<file path="src/rv_config.svh">
`ifndef RV_CONFIG_SVH
`define RV_CONFIG_SVH

// Machine word width for RV64I
`define XLEN 64

// Architectural integer registers, x0 included
`define NUM_REGS 32

// Bits needed to name one register
`define REG_ADDR_W 5

`endif

</file>
<file path="src/isaPkg.sv">
`include "rv_config.svh"

package isaPkg;

    typedef logic [`XLEN-1:0] xword_t;
    typedef logic [`REG_ADDR_W-1:0] regAddr_t;

    // Major opcodes of the supported subset
    typedef enum logic [6:0] {
        OP     = 7'b0110011,
        OP_IMM = 7'b0010011,
        LUI    = 7'b0110111,
        JAL    = 7'b1101111,
        JALR   = 7'b1100111,
        BRANCH = 7'b1100011,
        SYSTEM = 7'b1110011
    } opcode_e;

    // One fetched word seen as R-type or as I-type
    typedef union packed {
        struct packed {
            logic [6:0] funct7;
            regAddr_t   rs2;
            regAddr_t   rs1;
            logic [2:0] funct3;
            regAddr_t   rd;
            opcode_e    opcode;
        } rForm;
        struct packed {
            logic [11:0] imm12;
            regAddr_t    rs1;
            logic [2:0]  funct3;
            regAddr_t    rd;
            opcode_e     opcode;
        } iForm;
    } instrWord_u;

endpackage

</file>
<file path="src/regFile.sv">
`timescale 1ns/100ps
`include "rv_config.svh"

module regFile import isaPkg::*; (
    input  logic     clk,
    input  logic     rst,
    input  regAddr_t rs1Addr,
    input  regAddr_t rs2Addr,
    output xword_t   rs1Data,
    output xword_t   rs2Data,
    input  logic     we,
    input  regAddr_t wAddr,
    input  xword_t   wData
);

    xword_t regs [`NUM_REGS];

    always_ff @(posedge clk or posedge rst) begin
        if (rst) begin
            for (int i = 0; i < `NUM_REGS; i++) begin
                regs[i] <= '0;
            end
        end else if (we && wAddr != '0) begin
            regs[wAddr] <= wData;
        end
    end

    // x0 is hardwired to zero
    assign rs1Data = (rs1Addr == '0) ? '0 : regs[rs1Addr];
    assign rs2Data = (rs2Addr == '0) ? '0 : regs[rs2Addr];

endmodule

</file>
<file path="config.mk">
export PLATFORM = sky130hd
export DESIGN_NAME = regFile
export DESIGN_NICKNAME = d
export VERILOG_FILES = /design/src/isaPkg.sv /design/src/regFile.sv
export VERILOG_INCLUDE_DIRS = /design/src /design/src/src
export SDC_FILE = /design/constraint.sdc
export NUM_CORES = 2
export LEC_CHECK = 0
export BUFFER_PORTS_ARGS = -buffer_cell sky130_fd_sc_hd__buf_4
export CORE_MARGIN = 10
export CORE_UTILIZATION = 35
export CTS_CLUSTER_SIZE = 14
export DETAILED_ROUTE_END_ITERATION = 8
export PLACE_DENSITY = 0.58
export SLEW_MARGIN = 20
export SYNTH_ARGS = -nofsm -noshare
export SYNTH_HDL_FRONTEND = slang
export SYNTH_SLANG_ARGS = --single-unit
</file>
<file path="constraint.sdc">
create_clock -name clk -period 101.9 [get_ports clk]
set_clock_uncertainty 0.2 [all_clocks]
set_input_delay 20.38 -clock clk [delete_from_list [all_inputs] [get_ports clk]]
set_output_delay 20.38 -clock clk [all_outputs]
set_load 0.1 [all_outputs]
</file>
==> summary.md <==
| Metric | Value |
|---|---|
| Post-CTS Setup Bufs | 0 |
| Die area | 332000 um2 |
| FF-to-FF setup slack | 100.88 ns |
| Clock root buffer | clkbuf_16 |
| Final setup viols | 0 |
| First-pass GRT wire length | 535 mm |
| WHS | 0.195 ns |
| GP Congestion | 0.781 |
| Reg clk slew, reported paths | 0.06 ns |
| H-tree level count | 4 |
| Worst Setup SP | rs1Addr[0] |
| Final Hold Viols | 0 |
| Total gr overflow | 0 |
| Mux cell area share after synthesis | 44.2% |
| Setup TNS | 0 ns |
| Pwr Total | 2470 uW |
| Latest clock arrival within the worst-skew pair | 0.90 ns |
| CTS tree | built |
| Cell count after synthesis | 6998 |
| Drt drc | 0 |
| Met1 Track Usage GR | 30.3% |
| Post-synth top area share | 47.3% |
| Hold Path End | regs[2037] |
| Reg2reg end | regs[708] |
| Crit-path cells | buf_8, buf_4, buf_4, buf_4, mux4_2, a22o_1, a211o_1, and3_1, buf_4 |
| Worst min path class | register to register |
| Mean Syn Cell Area | 15.5 um2 |
| Min cycle time layout | 45.70 ns |
| Core area | 309000 um2 |
| Syn nets | 7080 |
| Die Wd | 576 um |
| Total Routing Usage GR | 21.8% |
| Starting Density | 35.1% |
| Netlist Area Pre-Place | 108000 um2 |
| Post-synth EDFFs | 0 |
| IO buf count | 209 |
| Primary FF master, synth | dfrtp_1 |
| Critical Path AT | 25.12 ns |
| XOR/XNOR Fraction of Synth Area | 0% |
| Setup crit end kind | output port |
| Vias in the first global route | 70600 |
| Peak supply drop | 0.0162 mV |
| Biggest cell delay along the critical path | 0.86 ns |
| Simple-gate share of the synthesized area | 1.21% |
| Synth unique cells | 57 |
| Static leakage | 0.0521 uW |
| Compound-Gate Fraction of Synth Area | 3.76% |
| Max Cap Viol | 0 |
| Post-DP HPWL | 206 mm |
| Status | complete, no violations |
| Synth Area in Adders | 0% |
| CTS sink count | 2048 |
| RSZ-0062 raised after global routing | no |
| Vias per cell | 6.14 |
| Die height | 576 um |
| Largest registers | regs: 2048 flops |
| CP Buf/Inv Count | 5 |
| Fraction of layout cells with a size suffix above 1 | 52.8% |
| Vias | 68000 |
| Depth of the worst hold-timing path | 0 |
| Initial antenna violation count | 33 |
| Cell Pwr Density | 20.5 nW/um2 |
| Hold Path Origin | regs[2037] |
| Slew @ Worst Pin | 1.19 ns |
| Final period utilization | 44.9% |
| Post-route ant nets | 0 |
| Ports | 210 |
| Fraction of registers with async set/reset | 100% |
| Cell depth of the worst flop-to-flop path | 1 |
| Crit Path Class | input pin to output port |
| Initial DRC Count | 6607 |
| Post-cts gate resize count | 0 |
| FF-to-FF Start | regs[708] |
| Bufs on Longest Clock Path | 4 |
| CP required | 81.32 ns |
| DRT Pass-1 Iters | 6 |
| Final worst slack | 56.20 ns |
| Final Max Tran Viols | 0 |
| Rel. slew slack | 21.0% |
| Post-synthesis sequential area ratio | 47.3% |
| Max Fclk | 21.9 MHz |
| Num CTS Buffers | 222 |
| M2 GR Usage | 34.1% |
| CTS Hold Bufs | 0 |
| Worst slack at placement | 56.08 ns |
| Gr busiest metal | met2 |
| Final #Nets | 6849 |
| Std-Cell Rows | 204 |
| Syn. warnings | 0 |
| Area growth from synthesis to final layout | 11.2% |
| Post-synth top area cell | dfrtp_1 |
| Main combinational cell family by area after synthesis | multiplexers |
| Fill cells | 28400 |
| Slowest-stage cell, CP | buf_4 |
| Synthesis-stage register bit count | 2048 |
| Most used cell, CP | buf_4 |
| Worst-path fanout max | 62 |
| Largest delay share family, worst path | buffers and inverters |
| Final WL | 372 mm |
| Crit path launch type | input pin |
| Synth area leaders | dfrtp_1 (47%), mux2_2 (20%), mux4_2 (20%) |
| Wire per inst | 33.6 um |
| Largest net degree at the start of global routing | 177 |
| Top reg by flops | regs |
| GR met3 Demand/Resource | 4.59% |
| Largest register FFs | 2048 |
## kinds of logic after synthesis
logic type / after synthesis
mux: 3356
flops: 2048
buf+inv: 826
compound gates: 508
simple gates: 260
## metrics by stage
| step | cell area [um2] | util [%] | instances |
|---|---|---|---|
| after floorplan | 108000 | - | 6998 |
| after global placement | 113000 | 36.6 | 10700 |
| after detailed placement | 113000 | 36.7 | 10700 |
| after CTS | 120000 | 39.0 | 11100 |
| after global routing | 120000 | 39.0 | 11100 |
| final | 121000 | 39.1 | 11100 |
## layer usage
layer | share of wire, % | wire length, um
met5 | 0.034 | 126
met2 | 46 | 172000
met3 | 7.3 | 27300
met4 | 3.5 | 13100
met1 | 43 | 159000
## synthesized netlist by cell type, types with 3 or more instances
library cell     n
and3_1          46
o21a_1          17
nand2b_1         3
o22ai_1         22
nor2b_1         17
a211oi_1        19
o21ai_0         21
mux2i_1        403
dfrtp_1       2048
nand3_1         10
buf_6           32
or2_2            4
mux4_2         945
buf_1           64
nor2_1          65
buf_2          223
or4_1            3
nand2_1         60
clkbuf_1       457
nand2_2          4
nand3b_1         6
o21ai_1         38
a22o_1          98
nor4_1           7
buf_4           45
nor3b_1          4
or3_1            4
o221a_2          3
nor2_2           8
nor3_1          10
mux2_2        1934
a2bb2oi_1       38
a21o_1          11
o221ai_1       110
a21oi_1          7
a31oi_1         18
a211o_1         87
a22oi_1          8
mux2_1          74
## cell type report
cell class | instances | area, um2 | area share, %
antenna | 23 | 57.6 | 0.0478
tap | 4120 | 5150 | 4.28
clock buffer | 327 | 6610 | 5.49
multi-input combinational | 4124 | 53700 | 44.5
sequential | 2048 | 51200 | 42.5
inverter | 5 | 31.3 | 0.0260
timing repair buffer | 366 | 3030 | 2.51
clock inverter | 67 | 733 | 0.608
## power by group
group          switching (uW)  internal [uW]  total (uW)
Combinational             268            294         562
Sequential                113            968        1080
Clock                     350            479         829
## worst max-delay path by stage
stage	endpoint	slack, ns	depth (start not counted)
2_1_floorplan	regs[0]	23.47	1
3_3_place_gp	rs1Data[55]	56.07	9
3_5_place_dp	rs1Data[55]	56.08	9
4_1_cts	rs1Data[55]	56.07	9
5_1_grt	rs1Data[55]	55.83	9
6_report	rs1Data[55]	56.20	9
## placed cells by master (no fill, tap or decap), types with 13 or more instances in the layout
| cell type | instances |
|---|---|
| mux2_1 | 74 |
| a211oi_1 | 19 |
| a211o_1 | 87 |
| a31oi_1 | 18 |
| buf_4 | 339 |
| o21ai_0 | 21 |
| and3_1 | 46 |
| o21a_1 | 17 |
| o221ai_1 | 110 |
| a2bb2oi_1 | 38 |
| clkbuf_16 | 224 |
| mux4_2 | 945 |
| buf_12 | 14 |
| dfrtp_1 | 2048 |
| nor2_4 | 17 |
| a22o_1 | 98 |
| nor2_1 | 56 |
| clkinv_2 | 43 |
| bufinv_16 | 13 |
| diode_2 | 23 |
| o21ai_1 | 38 |
| clkbuf_1 | 41 |
| nand2_1 | 47 |
| clkbuf_8 | 62 |
| mux2i_1 | 403 |
| nor2b_1 | 15 |
| o22ai_1 | 22 |
| mux2_2 | 1934 |
Power figures use the tool's default switching activity.
