**config.mk**
```make
export PLATFORM = sky130hd
export DESIGN_NAME = executeStage
export DESIGN_NICKNAME = d
export VERILOG_FILES = /design/src/isaPkg.sv /design/src/pipePkg.sv /design/src/executeStage.sv
export VERILOG_INCLUDE_DIRS = /design/src /design/src/src
export SDC_FILE = /design/constraint.sdc
export NUM_CORES = 1
export LEC_CHECK = 0
export BUFFER_PORTS_ARGS = -buffer_cell sky130_fd_sc_hd__buf_2
export CAP_MARGIN = 5
export CORE_AREA = 3 3 221 223
export DETAILED_ROUTE_END_ITERATION = 6
export DIE_AREA = 0 0 224 226
export GPL_TIMING_DRIVEN = 0
export PLACE_DENSITY_LB_ADDON = 0.1
export SYNTH_ARGS = -nofsm -noshare
export SYNTH_HDL_FRONTEND = slang
export SYNTH_SLANG_ARGS = --single-unit
```
**constraint.sdc**
```tcl
create_clock -name clk -period 3 [get_ports clk]
set_clock_uncertainty 0.15 [all_clocks]
set_input_delay 0.15 -clock clk [delete_from_list [all_inputs] [get_ports clk]]
set_output_delay 0.15 -clock clk [all_outputs]
set_load 0.02 [all_outputs]
```
**src/rv_config.svh**
```systemverilog
`ifndef RV_CONFIG_SVH
`define RV_CONFIG_SVH

// Machine word width for RV64I
`define XLEN 64

// Architectural integer registers, x0 included
`define NUM_REGS 32

// Bits needed to name one register
`define REG_ADDR_W 5

`endif

```
**src/isaPkg.sv**
```systemverilog
`include "rv_config.svh"

package isaPkg;

    typedef logic [`XLEN-1:0] xword_t;
    typedef logic [`REG_ADDR_W-1:0] regAddr_t;

    // Major opcodes of the supported subset
    typedef enum logic [6:0] {
        OP     = 7'b0110011,
        OP_IMM = 7'b0010011,
        LUI    = 7'b0110111,
        JAL    = 7'b1101111,
        JALR   = 7'b1100111,
        BRANCH = 7'b1100011,
        SYSTEM = 7'b1110011
    } opcode_e;

    // One fetched word seen as R-type or as I-type
    typedef union packed {
        struct packed {
            logic [6:0] funct7;
            regAddr_t   rs2;
            regAddr_t   rs1;
            logic [2:0] funct3;
            regAddr_t   rd;
            opcode_e    opcode;
        } rForm;
        struct packed {
            logic [11:0] imm12;
            regAddr_t    rs1;
            logic [2:0]  funct3;
            regAddr_t    rd;
            opcode_e     opcode;
        } iForm;
    } instrWord_u;

endpackage

```
**src/pipePkg.sv**
```systemverilog
`include "rv_config.svh"

package pipePkg;

    typedef enum logic [2:0] {
        ADD,
        SUB,
        AND,
        OR,
        XOR,
        SLT,
        PASSB
    } aluOp_e;

    // Operand sources that decode resolves
    typedef enum logic [1:0] {RS1, PC, ZERO} srcASel_e;
    typedef enum logic [1:0] {RS2, IMM, FOUR} srcBSel_e;

    // Values follow the mcause encoding
    typedef enum logic [3:0] {
        NONE                = 4'd0,
        ILLEGAL_INSTRUCTION = 4'd2,
        ECALL_U             = 4'd8
    } excCode_e;

endpackage

```
**src/executeStage.sv**
```systemverilog
`timescale 1ns/100ps

module executeStage import isaPkg::*, pipePkg::*; (
    input  logic     clk,
    input  logic     rst,
    input  logic     advance,
    input  logic     idValid,
    input  xword_t   idPc,
    input  xword_t   idOpA,
    input  xword_t   idOpB,
    input  aluOp_e   idAluOp,
    input  regAddr_t idRd,
    input  logic     idWb,
    input  logic     idExcValid,
    input  excCode_e idExcCode,
    output logic     fwd1Valid,
    output logic     fwd1Wb,
    output regAddr_t fwd1Rd,
    output xword_t   fwd1Data,
    output logic     fwd2Valid,
    output logic     fwd2Wb,
    output regAddr_t fwd2Rd,
    output xword_t   fwd2Data,
    output logic     retireValid,
    output logic     retireWb,
    output regAddr_t retireRd,
    output xword_t   retireData,
    output xword_t   retirePc,
    output logic     excValid,
    output excCode_e excCode,
    output xword_t   excPc
);

    xword_t   aluResult;
    logic     exValid;
    logic     exWb;
    logic     exExcValid;
    regAddr_t exRd;
    xword_t   exData;
    xword_t   exPc;
    excCode_e exExcCode;

    always_comb begin
        case (idAluOp)
            SUB:     aluResult = idOpA - idOpB;
            AND:     aluResult = idOpA & idOpB;
            OR:      aluResult = idOpA | idOpB;
            XOR:     aluResult = idOpA ^ idOpB;
            SLT:     aluResult = xword_t'($signed(idOpA) < $signed(idOpB));
            PASSB:   aluResult = idOpB;
            default: aluResult = idOpA + idOpB;
        endcase
    end

    // Stage-1 forward source straight off the ALU
    assign fwd1Valid = idValid;
    assign fwd1Wb    = idWb;
    assign fwd1Rd    = idRd;
    assign fwd1Data  = aluResult;

    always_ff @(posedge clk or posedge rst) begin
        if (rst) begin
            exValid    <= 1'b0;
            exWb       <= 1'b0;
            exExcValid <= 1'b0;
        end else if (advance) begin
            exValid    <= idValid;
            exWb       <= idValid && idWb && (idRd != '0) && !idExcValid;
            exExcValid <= idValid && idExcValid;
        end
    end

    always_ff @(posedge clk) begin
        if (advance) begin
            exRd      <= idRd;
            exData    <= aluResult;
            exPc      <= idPc;
            exExcCode <= idExcCode;
        end
    end

    assign fwd2Valid   = exValid;
    assign fwd2Wb      = exWb;
    assign fwd2Rd      = exRd;
    assign fwd2Data    = exData;

    assign retireValid = exValid;
    assign retireWb    = exWb;
    assign retireRd    = exRd;
    assign retireData  = exData;
    assign retirePc    = exPc;
    assign excValid    = exExcValid;
    assign excCode     = exExcCode;
    assign excPc       = exPc;

endmodule

```
==> metrics.md <==
| Metric | Value |
|---|---|
| Setup_tns | `-25.72 ns` |
| Slew margin rel. | `~28%` |
| Inserted Clock Buffers | `17` |
| Most used cell, CP | `buf_8` |
| Fillers | `4041` |
| # rows | `slightly below 80` |
| Final setup viols | `just under 80` |
| Post-DP HPWL | `between 70000 and 80000 µm` |
| Top FF cell, synth | `edfxtp_1` |
| CTS Root Cell | `clkbuf_16` |
| Layout cell share with drive strength beyond 1 | `slightly above 50%` |
| Crit path DAT | `approximately 3.4 ns` |
| DR WL/cell | `approximately 28 µm` |
| Multi-input gate area in the final layout | `0.01423 mm²` |
| Final worst-path cycle share | `124.8%` |
| # nets final | `about 3500` |
| Max stage delay on crit path | `around 0.37 ns` |
| Grt total ovfl | `0` |
| Yosys cell types | `~100` |
| First drt pass iteration count | `7` |
| Largest cells by area after synthesis | `edfxtp_1 23%, ha_1 14%, a21oi_1 6.4%` |
| Worst slew pin tran | `around 1.1 ns` |
| Status | `finished, violations left` |
| Hold Vio Cnt, Final | `0` |
| Synthesized instance count | `approximately 2200` |
| Hold Slack | `0.04246 ns` |
| Largest net degree at the start of global routing | `99` |
| Post-route ant nets | `0` |
| Final min period | `approximately 3.7 ns` |
| Via/cell ratio | `6.076` |
| Die ar. | `approximately 0.051 mm²` |
| Hold depth | `3` |
| Top Family by Delay on Critical Path | `compound AO/OA/AOI/OAI gates` |
| H-tree levels | `4` |
| Number of port buffers | `approximately 550` |
| Yosys top cell area share | `about 23%` |
| R2r setup slk | `2.07 ns` |
| RePlAce Congestion | `between 0.9 and 1` |
| Die Ht | `~230 µm` |
| Reg-to-reg endpoint | `fwd2Valid` |
| Initial antenna violation count | `8` |
| Syn_nets | `approximately 2600` |
| Hold path startpoint | `idOpB[15]` |
| Worst-path cell chain | `buf_8 > inv_4 > ha_4 > buf_8 > nand4_1 > nor4_4 > buf_4 > nand2_4 > o41ai_4 > nor3_4 > a31oi_4 > buf_12 > o211ai_4 > a21oi_4 > o211ai_1 > a221oi_2 > o22ai_2 > buf_6` |
| DRC viols | `1` |
| Final WS setup | `-0.7436 ns` |
| Flops & latches, synth | `140` |
| Clk pin slew, worst setup/hold paths | `~0.07 ns` |
| CP max stage cell | `nor4_4` |
| Worst EP required | `roughly 2.7 ns` |
| Critical Path Fanout Max | `5` |
| Max Fclk | `between 200 and 300 MHz` |
| Total core area | `between 0.04 and 0.05 mm²` |
| EDFF count, synth | `137` |
| Failing checks | `design-rule violations, negative setup slack` |
| Initial drt markers | `approximately 2400` |
| Post-synthesis sequential area ratio | `about a quarter` |
| Area leader, netlist | `edfxtp_1` |
| Final Slew Violations | `0` |
| Total Routing Usage GR | `39.18%` |
| LEAKAGE | `0.01286 µW` |
| Bufs and invs on worst path | `6` |
| Crit path launch type | `input pin` |
| Hold Path Class | `input pin to flip-flop` |
| Max-cap violations | `0` |
| Reg2reg path depth | `1` |
| Mean Syn Cell Area | `~7.9 µm²` |
| Yosys Warn Count | `0` |
| Via count | `~23000` |
| Hold EP | `fwd2Data[15]` |
| Cell area power density | `around 400 mW/mm²` |
| RR Startpoint | `fwd2Valid` |
| RSZ-0062 raised after global routing | `yes` |
| CTS tree | `done` |
| Critical Path End Type | `output pin` |
| Vias in the first global route | `21800` |
| WL final | `between 100000 and 150000 µm` |
| Async S/R FF share, synth | `under 10%` |
| Bufs on Longest Clock Path | `2` |
| CTS Sinks | `140` |
| Area delta synth->final | `64.84%` |
| First-pass GRT wire length | `roughly 150000 µm` |
| IO Count | `556` |
| Worst vdd ir | `between 0.0003 and 0.0004 V` |
| Die X | `about 220 µm` |
| Initial Utilization | `between 30% and 40%` |
| Synthesized area | `roughly 0.018 mm²` |
| Flip-flop and latch area | `around 0.0042 mm²` |
| Worst skew pair latency | `0.49 ns` |
| Total power | `11640 µW` |
| CP Class | `input pin to output pin` |
worst max path at each step:
| stage | from | to | slack [ns] | cells after the start |
|---|---|---|---|---|
| after CTS | idOpB[38] | fwd1Data[63] | -0.64 | 19 |
| after detailed placement | idAluOp[0] | fwd1Data[44] | -2.36 | 8 |
| final | idOpA[28] | fwd1Data[59] | -0.74 | 18 |
| after global routing | idOpB[25] | fwd1Data[63] | -0.81 | 19 |
| after global placement | idAluOp[0] | fwd1Data[44] | -2.48 | 8 |
| after floorplan | idOpA[0] | fwd2Data[0] | -0.17 | 14 |
per-layer routing:
layer / share of wire, % / global-route usage (%) / up-vias
li1: - / - / 9909
met1: 38 / 48.80 / 11120
met2: 46 / 63.47 / 1452
met3: 9.3 / 8.111 / 366
met4: 6.5 / 21.89 / 4
met5: 0.030 / 0 / -
final cells by class:
| type | instances | share of cell area [%] |
|---|---|---|
| clock inverter | 15 | 0.7576 |
| buffer | 263 | 7.024 |
| timing repair buffer | 891 | 21.64 |
| sequential | 140 | 14.33 |
| antenna | 5 | 0.04280 |
| tap | 607 | 2.598 |
| inverter | 220 | 3.480 |
| clock buffer | 17 | 1.455 |
| multi-input combinational | 1603 | 48.67 |
Yosys cell counts (11+ instances only):
master / number
nor2b_1: 21
o31ai_1: 28
buf_4: 150
inv_1: 210
a221oi_1: 22
a21oi_1: 227
clkbuf_1: 80
nand4_1: 27
o21ai_0: 161
o21a_1: 16
a22oi_1: 29
a31oi_1: 15
buf_2: 32
nor2_1: 179
nand3_1: 29
a211oi_1: 21
o211a_1: 13
nor3_1: 29
o221ai_1: 41
xnor2_1: 29
edfxtp_1: 137
o211ai_1: 30
buf_1: 11
nor4_1: 18
ha_1: 192
nand2b_1: 18
a221o_1: 22
nand2_1: 128
o21ai_1: 11
a21o_1: 30
o21bai_1: 34
o22ai_1: 41
registers in the layout, summed over array words and instances, names as in the netlist:
name / count
excCode: 4
fwd2Data: 64
fwd2Valid: 1
excValid: 1
excPc: 64
fwd2Rd: 5
fwd2Wb: 1
where the power goes:
group	internal, µW	switching, µW	total (µW)
clock	1360	1050	2410
sequential	2410	125	2530
combinational	2740	3960	6700
metrics by stage:
| stage | utilization [%] | instance area [µm²] | std cells | setup slack, ns |
|---|---|---|---|---|
| after floorplan | - | 18750 | 2237 | -0.1710 |
| after global placement | 47.65 | 22280 | 3397 | -2.478 |
| after detailed placement | 47.73 | 22320 | 3399 | -2.363 |
| after CTS | 58.33 | 27270 | 3651 | -0.6386 |
| after global routing | 62.51 | 29220 | 3758 | -0.8094 |
| final | 62.52 | 29230 | 3761 | -0.7436 |
logic make-up after synthesis:
| group | after synthesis | share of synthesized area, % |
|---|---|---|
| simple gates | 517 | 13.92 |
| fa+ha+maj | 194 | 13.77 |
| flops | 140 | 23.62 |
| compound gates | 853 | 32.80 |
| mux | 5 | 0.2893 |
| xor+xnor | 34 | 1.679 |
| buf+inv | 494 | 13.91 |
what timing repair did:
action	in CTS	in global routing
hold buffers	80	0
buffers inserted	146	119
endpoints found under the hold margin	123	0
gates resized for setup	655	277
pin swaps	198	172
cloned	3	1
endpoints found under the setup margin	128	84
cells in the final DEF (no fill, tap or decap), drive strengths merged, types with 22 or more instances in the layout:
master / n
buf: 1002
a21oi: 233
inv: 224
ha: 192
nor2: 181
o21ai: 175
edfxtp: 137
nand2: 128
clkbuf: 88
dlygate4sd3: 80
o22ai: 42
o221ai: 42
o21bai: 34
o211ai: 34
nor3: 32
o31ai: 32
a22oi: 31
a21o: 30
xnor2: 29
nand3: 29
nand4: 27
a221oi: 27
a221o: 22
a211oi: 22
(Power assumes the default switching activity.)
