===== src/rv_config.svh =====
`ifndef RV_CONFIG_SVH
`define RV_CONFIG_SVH

// Machine word width for RV64I
`define XLEN 64

// Architectural integer registers, x0 included
`define NUM_REGS 32

// Bits needed to name one register
`define REG_ADDR_W 5

`endif


===== src/isaPkg.sv =====
`include "rv_config.svh"

package isaPkg;

    typedef logic [`XLEN-1:0] xword_t;
    typedef logic [`REG_ADDR_W-1:0] regAddr_t;

    // Major opcodes of the supported subset
    typedef enum logic [6:0] {
        OP     = 7'b0110011,
        OP_IMM = 7'b0010011,
        LUI    = 7'b0110111,
        JAL    = 7'b1101111,
        JALR   = 7'b1100111,
        BRANCH = 7'b1100011,
        SYSTEM = 7'b1110011
    } opcode_e;

    // One fetched word seen as R-type or as I-type
    typedef union packed {
        struct packed {
            logic [6:0] funct7;
            regAddr_t   rs2;
            regAddr_t   rs1;
            logic [2:0] funct3;
            regAddr_t   rd;
            opcode_e    opcode;
        } rForm;
        struct packed {
            logic [11:0] imm12;
            regAddr_t    rs1;
            logic [2:0]  funct3;
            regAddr_t    rd;
            opcode_e     opcode;
        } iForm;
    } instrWord_u;

endpackage


===== src/pipePkg.sv =====
`include "rv_config.svh"

package pipePkg;

    typedef enum logic [2:0] {
        ADD,
        SUB,
        AND,
        OR,
        XOR,
        SLT,
        PASSB
    } aluOp_e;

    // Operand sources that decode resolves
    typedef enum logic [1:0] {RS1, PC, ZERO} srcASel_e;
    typedef enum logic [1:0] {RS2, IMM, FOUR} srcBSel_e;

    // Values follow the mcause encoding
    typedef enum logic [3:0] {
        NONE                = 4'd0,
        ILLEGAL_INSTRUCTION = 4'd2,
        ECALL_U             = 4'd8
    } excCode_e;

endpackage


===== src/mainDecoder.sv =====
`timescale 1ns/100ps

module mainDecoder import isaPkg::*, pipePkg::*; (
    input  instrWord_u instr,
    output xword_t     imm,
    output regAddr_t   rs1,
    output regAddr_t   rs2,
    output regAddr_t   rd,
    output aluOp_e     aluOp,
    output srcASel_e   srcA,
    output srcBSel_e   srcB,
    output logic       isWriteBack,
    output logic       isBranch,
    output logic       isJump,
    output logic       branchNe,
    output logic       isEcall,
    output logic       illegal
);

    xword_t immI;
    xword_t immU;
    xword_t immJ;
    xword_t immB;

    assign rs1 = instr.rForm.rs1;
    assign rs2 = instr.rForm.rs2;
    assign rd  = instr.rForm.rd;

    // Immediates are sign extended by the signed size casts
    assign immI = xword_t'($signed(instr.iForm.imm12));
    assign immU = xword_t'($signed({instr.iForm.imm12, instr.iForm.rs1,
                                    instr.iForm.funct3, 12'b0}));
    assign immJ = xword_t'($signed({instr.iForm.imm12[11], instr.iForm.rs1,
                                    instr.iForm.funct3, instr.iForm.imm12[0],
                                    instr.iForm.imm12[10:1], 1'b0}));
    // B-type bits sit in the funct7 and rd slots
    assign immB = xword_t'($signed({instr.rForm.funct7[6], instr.rForm.rd[0],
                                    instr.rForm.funct7[5:0], instr.rForm.rd[4:1], 1'b0}));

    always_comb begin
        imm         = immI;
        aluOp       = ADD;
        srcA        = RS1;
        srcB        = RS2;
        isWriteBack = 1'b0;
        isBranch    = 1'b0;
        isJump      = 1'b0;
        branchNe    = 1'b0;
        isEcall     = 1'b0;
        illegal     = 1'b0;

        case (instr.rForm.opcode)
            OP: begin
                isWriteBack = 1'b1;
                case ({instr.rForm.funct7, instr.rForm.funct3})
                    {7'b0000000, 3'b000}: aluOp = ADD;
                    {7'b0100000, 3'b000}: aluOp = SUB;
                    {7'b0000000, 3'b111}: aluOp = AND;
                    {7'b0000000, 3'b110}: aluOp = OR;
                    {7'b0000000, 3'b100}: aluOp = XOR;
                    {7'b0000000, 3'b010}: aluOp = SLT;
                    default: illegal = 1'b1;
                endcase
            end
            OP_IMM: begin
                isWriteBack = 1'b1;
                srcB        = IMM;
                case (instr.iForm.funct3)
                    3'b000: aluOp = ADD;
                    3'b111: aluOp = AND;
                    3'b110: aluOp = OR;
                    3'b100: aluOp = XOR;
                    default: illegal = 1'b1;
                endcase
            end
            LUI: begin
                isWriteBack = 1'b1;
                imm         = immU;
                srcA        = ZERO;
                srcB        = IMM;
                aluOp       = PASSB;
            end
            // Link value pc + 4 comes out of the ALU
            JAL: begin
                isWriteBack = 1'b1;
                isJump      = 1'b1;
                imm         = immJ;
                srcA        = PC;
                srcB        = FOUR;
            end
            JALR: begin
                if (instr.iForm.funct3 == 3'b000) begin
                    isWriteBack = 1'b1;
                    isJump      = 1'b1;
                    srcA        = PC;
                    srcB        = FOUR;
                end else begin
                    illegal = 1'b1;
                end
            end
            BRANCH: begin
                imm = immB;
                case (instr.rForm.funct3)
                    3'b000: isBranch = 1'b1;
                    3'b001: begin
                        isBranch = 1'b1;
                        branchNe = 1'b1;
                    end
                    default: illegal = 1'b1;
                endcase
            end
            SYSTEM: begin
                if (instr.iForm.imm12 == '0 && instr.iForm.rs1 == '0 &&
                    instr.iForm.funct3 == '0 && instr.iForm.rd == '0) begin
                    isEcall = 1'b1;
                end else begin
                    illegal = 1'b1;
                end
            end
            default: illegal = 1'b1;
        endcase

        if (illegal) begin
            isWriteBack = 1'b0;
        end
    end

endmodule


===== src/decodeStage.sv =====
`timescale 1ns/100ps

module decodeStage import isaPkg::*, pipePkg::*; (
    input  logic       clk,
    input  logic       rst,
    input  logic       inValid,
    input  instrWord_u instr,
    input  xword_t     pc,
    input  logic       advance,
    input  logic       flush,
    input  logic       predictTaken,
    output regAddr_t   rs1Addr,
    output regAddr_t   rs2Addr,
    input  xword_t     rs1Data,
    input  xword_t     rs2Data,
    input  logic       fwd1Valid,
    input  logic       fwd1Wb,
    input  regAddr_t   fwd1Rd,
    input  xword_t     fwd1Data,
    input  logic       fwd2Valid,
    input  logic       fwd2Wb,
    input  regAddr_t   fwd2Rd,
    input  xword_t     fwd2Data,
    output logic       redirectValid,
    output xword_t     redirectTarget,
    output xword_t     predictPc,
    output logic       idValid,
    output xword_t     idPc,
    output xword_t     idPcPlus4,
    output xword_t     idOpA,
    output xword_t     idOpB,
    output aluOp_e     idAluOp,
    output regAddr_t   idRd,
    output logic       idWb,
    output logic       idExcValid,
    output excCode_e   idExcCode
);

    xword_t   imm;
    regAddr_t rd;
    aluOp_e   aluOp;
    srcASel_e srcA;
    srcBSel_e srcB;
    logic     isWriteBack;
    logic     isBranch;
    logic     isJump;
    logic     isEcall;
    logic     illegal;
    xword_t   opRs1;
    xword_t   opRs2;
    xword_t   opA;
    xword_t   opB;
    logic     excValid;
    excCode_e excCode;

    // A forward source hits when it writes the register being read and that is not x0
    function automatic logic srcHit(input logic v, input logic wb, input regAddr_t dst,
                                    input regAddr_t src);
        return v && wb && (dst == src) && (src != '0);
    endfunction

    mainDecoder decoder (
        .instr      (instr),
        .imm        (imm),
        .rs1        (rs1Addr),
        .rs2        (rs2Addr),
        .rd         (rd),
        .aluOp      (aluOp),
        .srcA       (srcA),
        .srcB       (srcB),
        .isWriteBack(isWriteBack),
        .isBranch   (isBranch),
        .isJump     (isJump),
        .branchNe   (),
        .isEcall    (isEcall),
        .illegal    (illegal)
    );

    // Stage 1 is newer than stage 2 and both are newer than the register file
    assign opRs1 = srcHit(fwd1Valid, fwd1Wb, fwd1Rd, rs1Addr) ? fwd1Data :
                   srcHit(fwd2Valid, fwd2Wb, fwd2Rd, rs1Addr) ? fwd2Data : rs1Data;
    assign opRs2 = srcHit(fwd1Valid, fwd1Wb, fwd1Rd, rs2Addr) ? fwd1Data :
                   srcHit(fwd2Valid, fwd2Wb, fwd2Rd, rs2Addr) ? fwd2Data : rs2Data;

    assign predictPc      = pc;
    assign redirectTarget = ((instr.iForm.opcode == JALR) ? opRs1 : pc) + imm;
    assign redirectValid  = inValid && (isJump || (isBranch && predictTaken));

    always_comb begin
        case (srcA)
            PC:      opA = pc;
            ZERO:    opA = '0;
            default: opA = opRs1;
        endcase
        case (srcB)
            IMM:     opB = imm;
            FOUR:    opB = xword_t'(4);
            default: opB = opRs2;
        endcase
    end

    // Illegal wins over ecall
    always_comb begin
        excValid = 1'b0;
        excCode  = NONE;
        if (inValid && !flush) begin
            if (illegal) begin
                excValid = 1'b1;
                excCode  = ILLEGAL_INSTRUCTION;
            end else if (isEcall) begin
                excValid = 1'b1;
                excCode  = ECALL_U;
            end
        end
    end

    always_ff @(posedge clk or posedge rst) begin
        if (rst) begin
            idValid    <= 1'b0;
            idWb       <= 1'b0;
            idExcValid <= 1'b0;
        end else if (advance) begin
            idValid    <= inValid && !flush;
            idWb       <= inValid && !flush && isWriteBack && !excValid;
            idExcValid <= excValid;
        end
    end

    always_ff @(posedge clk) begin
        if (advance) begin
            idPc      <= pc;
            idPcPlus4 <= pc + xword_t'(4);
            idOpA     <= opA;
            idOpB     <= opB;
            idAluOp   <= aluOp;
            idRd      <= rd;
            idExcCode <= excCode;
        end
    end

endmodule


===== config.mk =====
export PLATFORM = sky130hd
export DESIGN_NAME = decodeStage
export DESIGN_NICKNAME = d
export VERILOG_FILES = /design/src/isaPkg.sv /design/src/pipePkg.sv /design/src/mainDecoder.sv /design/src/decodeStage.sv
export VERILOG_INCLUDE_DIRS = /design/src /design/src/src
export SDC_FILE = /design/constraint.sdc
export NUM_CORES = 1
export LEC_CHECK = 0
export BUFFER_PORTS_ARGS = -buffer_cell sky130_fd_sc_hd__buf_2
export CORE_AREA = 2 2 307 309
export CTS_CLUSTER_DIAMETER = 200
export DETAILED_ROUTE_END_ITERATION = 10
export DIE_AREA = 0 0 309 311
export SETUP_SLACK_MARGIN = 0.5
export SLEW_MARGIN = 30
export SYNTH_ARGS = -nofsm -noshare
export SYNTH_HDL_FRONTEND = slang
export SYNTH_SLANG_ARGS = --single-unit
export TNS_END_PERCENT = 100

===== constraint.sdc =====
create_clock -name clk -period 7.1 [get_ports clk]
set_clock_uncertainty 0.1 [all_clocks]
set_input_delay 1.42 -clock clk [delete_from_list [all_inputs] [get_ports clk]]
set_output_delay 1.42 -clock clk [all_outputs]
set_load 0.1 [all_outputs]

==> results.toml <==
[global_routing]
grt_max_degree = 122
grt_util_met3 = 0.0664
grt.busiest_layer = "met2"
use_met1 = 0.327
antenna_found_initial = 37
grt-ovfl-total = 0
grt_pass1_vias = 20700
use_met2 = 0.349
track_usage = 0.234
grt_pass1_wl_um = 160000

[die]
num_rows = 112
core_area_um2 = 92800
die_w_um = 309
ios = 782
die-area_um2 = 96100
die_h_um = 311
start_util = 0.207

[setup_path]
cp_top_family = "buffers and inverters"
slowest_stage = "a311oi_4"
startpoint_type = "input port"
required_ns = 5.58
critPathBufInv = 10
end_kind = "output port"
crit_arrival_ns = 5.87
crit_type = "input port to output port"
crit_fanout = 5
max_stage_delay_ns = 0.42

[timing]
fin_crit_ns = 7.39
rsz0062_at_grt = "true"
whs_ns = 0.420
setup_violations = 37
timing.final.crit_share = 1.04
final-hold-violation-count = 0
slew_headroom = 0.327
worst_pin_slew_ns = 1.01
fmax_mhz = 135
slew_violations = 0
setup_slack_ns = -0.291

[logic_synthesis]
synth_edf_count = 264
netlist_area_um2 = 19200
synth-compound-area-share = 0.186
synth-xor-area-share = 0.0612
ys_ff_latch = 267
yosysSeqAreaShare = 0.417
yosysWarnings = 0
synth_top_family_by_area = "compound AO/OA/AOI/OAI gates"
synth-main-ff-cell = "edfxtp_1"
synth.avg_cell_area_um2 = 9.19
synthSimpleGateAreaFrac = 0.157
synthCells = 2087
synth_fa_ha_area_frac = 0.0448
synth.distinct_cells = 80
synth.mux.area_fraction = 0.0701
ys_async_sr_fraction = 0.0112

[placed_design]
gp_congestion = 0.956
place_ws_ns = -0.940
dpl.hpwl_um = 93900
portBuffers = 779

[pwr]
powerDensity_nw_per_um2 = 242
power.share.sequential = 0.239
internal-power_mw = 4.32
p_switching_mw = 3.70
p_total_mw = 8.02
static-leakage-power_nw = 14.1
power_frac_comb = 0.505
peakVddDrop_mv = 0.131
power_frac_clock = 0.256
switching_share = 0.462

[layout]
seq_area_um2 = 8000
nFillCells = 9452
multi_input_area_um2 = 12600
drive_above_1_share = 0.513
area_delta_synth_final_pct = 73.0
final_util = 0.357
fin_nets = 3669

[clock_tree]
cts_tree = "done"
numClockSinks = 267
htree_levels = 2
path_clk_slew_ns = 0.05
clock_latency_ns = 0.55
cts_made_buffers = 37
clk_path_buf_depth = 3
ctsRootBufferMaster = "clkbuf_16"
ctsHoldBuffers = 0

[drt]
drc = 0
first_pass_iters = 7
via_per_inst = 4.80
wirelength_um = 118000
vias = 21700
postRouteAntennaNets = 0
wl_per_cell_um = 26.1
drtIter0Drc = 2134

[run_status]
status = "finished, violations left"
violations = "negative setup slack"

[run]
cap_viol_max_count = 0

[min_path]
hold_path_class = "register to register"
-- synth_stat cells, drive strengths merged (4+ instances only) --
library cell / n / area (um^2)
o31ai: 5 / 42.5
a31oi: 12 / 90.1
clkbuf: 101 / 379
or2: 4 / 25.0
nand3: 44 / 220
edfxtp: 264 / 7930
a22o: 26 / 228
mux2i: 132 / 1320
or3: 8 / 50.1
inv: 34 / 128
o211ai: 8 / 60.1
nor4: 10 / 77.6
or4: 5 / 37.5
nor3b: 4 / 30.0
and3: 22 / 138
and2: 18 / 113
nand2: 359 / 1350
o21ai: 307 / 1540
nor3: 25 / 130
nor2: 77 / 297
and4: 11 / 96.3
a21oi: 80 / 400
ha: 67 / 838
o21bai: 13 / 97.6
buf: 104 / 709
nand4: 37 / 246
a211oi: 6 / 45.0
a21o: 84 / 631
nor2b: 12 / 75.1
xor2: 40 / 350
o21a: 12 / 90.1
a21boi: 7 / 52.6
xnor2: 94 / 823
nand2b: 10 / 65.1
-- state kept, by name, indices dropped and copies added (netlist names) --
name        count
idPcPlus4      62
idOpB          64
idValid         1
idWb            1
idPc           64
idAluOp         3
idOpA          64
idRd            5
idExcCode       2
idExcValid      1
-- power groups by stage --
stage,Sequential [mW],Combinational (mW),Clock (mW)
CTS,1.92,3.94,2.10
global placement,1.95,3.77,0
floorplan,2.89,1.51,0
finish,1.92,4.05,2.05
global route,1.93,4.18,2.14
detailed placement,1.95,3.77,0
-- metal layers --
layer	vias up	part of all wire
met1	10600	0.44
met5	-	0.0014
li1	9834	-
met2	1112	0.43
met3	164	0.095
met4	24	0.026
-- area by class of cell --
cell class | instances | share of cell area
antenna | 17 | 0.00128
clock buffer | 41 | 0.0284
clock inverter | 27 | 0.0105
inverter | 34 | 0.00385
multi-input combinational | 1582 | 0.381
sequential | 267 | 0.241
tap | 1254 | 0.0473
timing repair buffer | 1307 | 0.287
-- cells in the final DEF (no fill, tap or decap), types with 57 or more instances in the layout --
cell type,Yosys,layout
buf_2,21,710
buf_4,78,437
nand2_1,359,349
edfxtp_1,264,264
o21ai_0,299,192
mux2i_1,132,127
a21o_1,84,84
buf_12,0,78
buf_6,0,67
nor2_1,76,61
xnor2_1,94,57
-- worst paths after layout --
check                                             from                      to  slack [ns]  depth (start not counted)
worst max register to register  idExcValid$_DFFE_PP0P_  idExcValid$_DFFE_PP0P_        6.25                          1
min in group asynchronous                          rst        idWb$_DFFE_PP0P_        0.66                          2
worst min register to register     idValid$_DFFE_PP0P_     idValid$_DFFE_PP0P_        0.42                          2
max in group asynchronous                          rst  idExcValid$_DFFE_PP0P_        6.07                          2
worst min-delay path               idValid$_DFFE_PP0P_     idValid$_DFFE_PP0P_        0.42                          2
worst max-delay path                         fwd2Rd[2]      redirectTarget[59]       -0.29                         26
-- logic make-up (layout without fill, tap and decap cells) --
logic type | count (synthesis) | after routing
muxes | 134 | 134
and+or+nand+nor | 653 | 653
adders and majority gates | 68 | 68
AOI/OAI and AO/OA | 591 | 591
DFF | 267 | 267
xor gates and xnor gates | 134 | 134
other | 1 | 19
buffers and inverters | 239 | 1409
-- what timing repair did --
action,4_1_cts,5_1_grt
setup buffers,49,46
pin swaps,89,117
gates resized for setup,317,149
endpoints found under the setup margin,62,58
gates cloned,7,0
-- stage by stage --
| stage | std cells | instance area (um^2) | setup TNS [ns] |
|---|---|---|---|
| final | 4529 | 33200 | -5.09 |
| after global routing | 4522 | 33100 | -13.43 |
| after CTS | 4466 | 32100 | -4.99 |
| after detailed placement | 4342 | 28900 | -30.58 |
| after global placement | 4342 | 28900 | -32.06 |
| after floorplan | 2088 | 20300 | -0.0379 |
(Power assumes the default switching activity.)
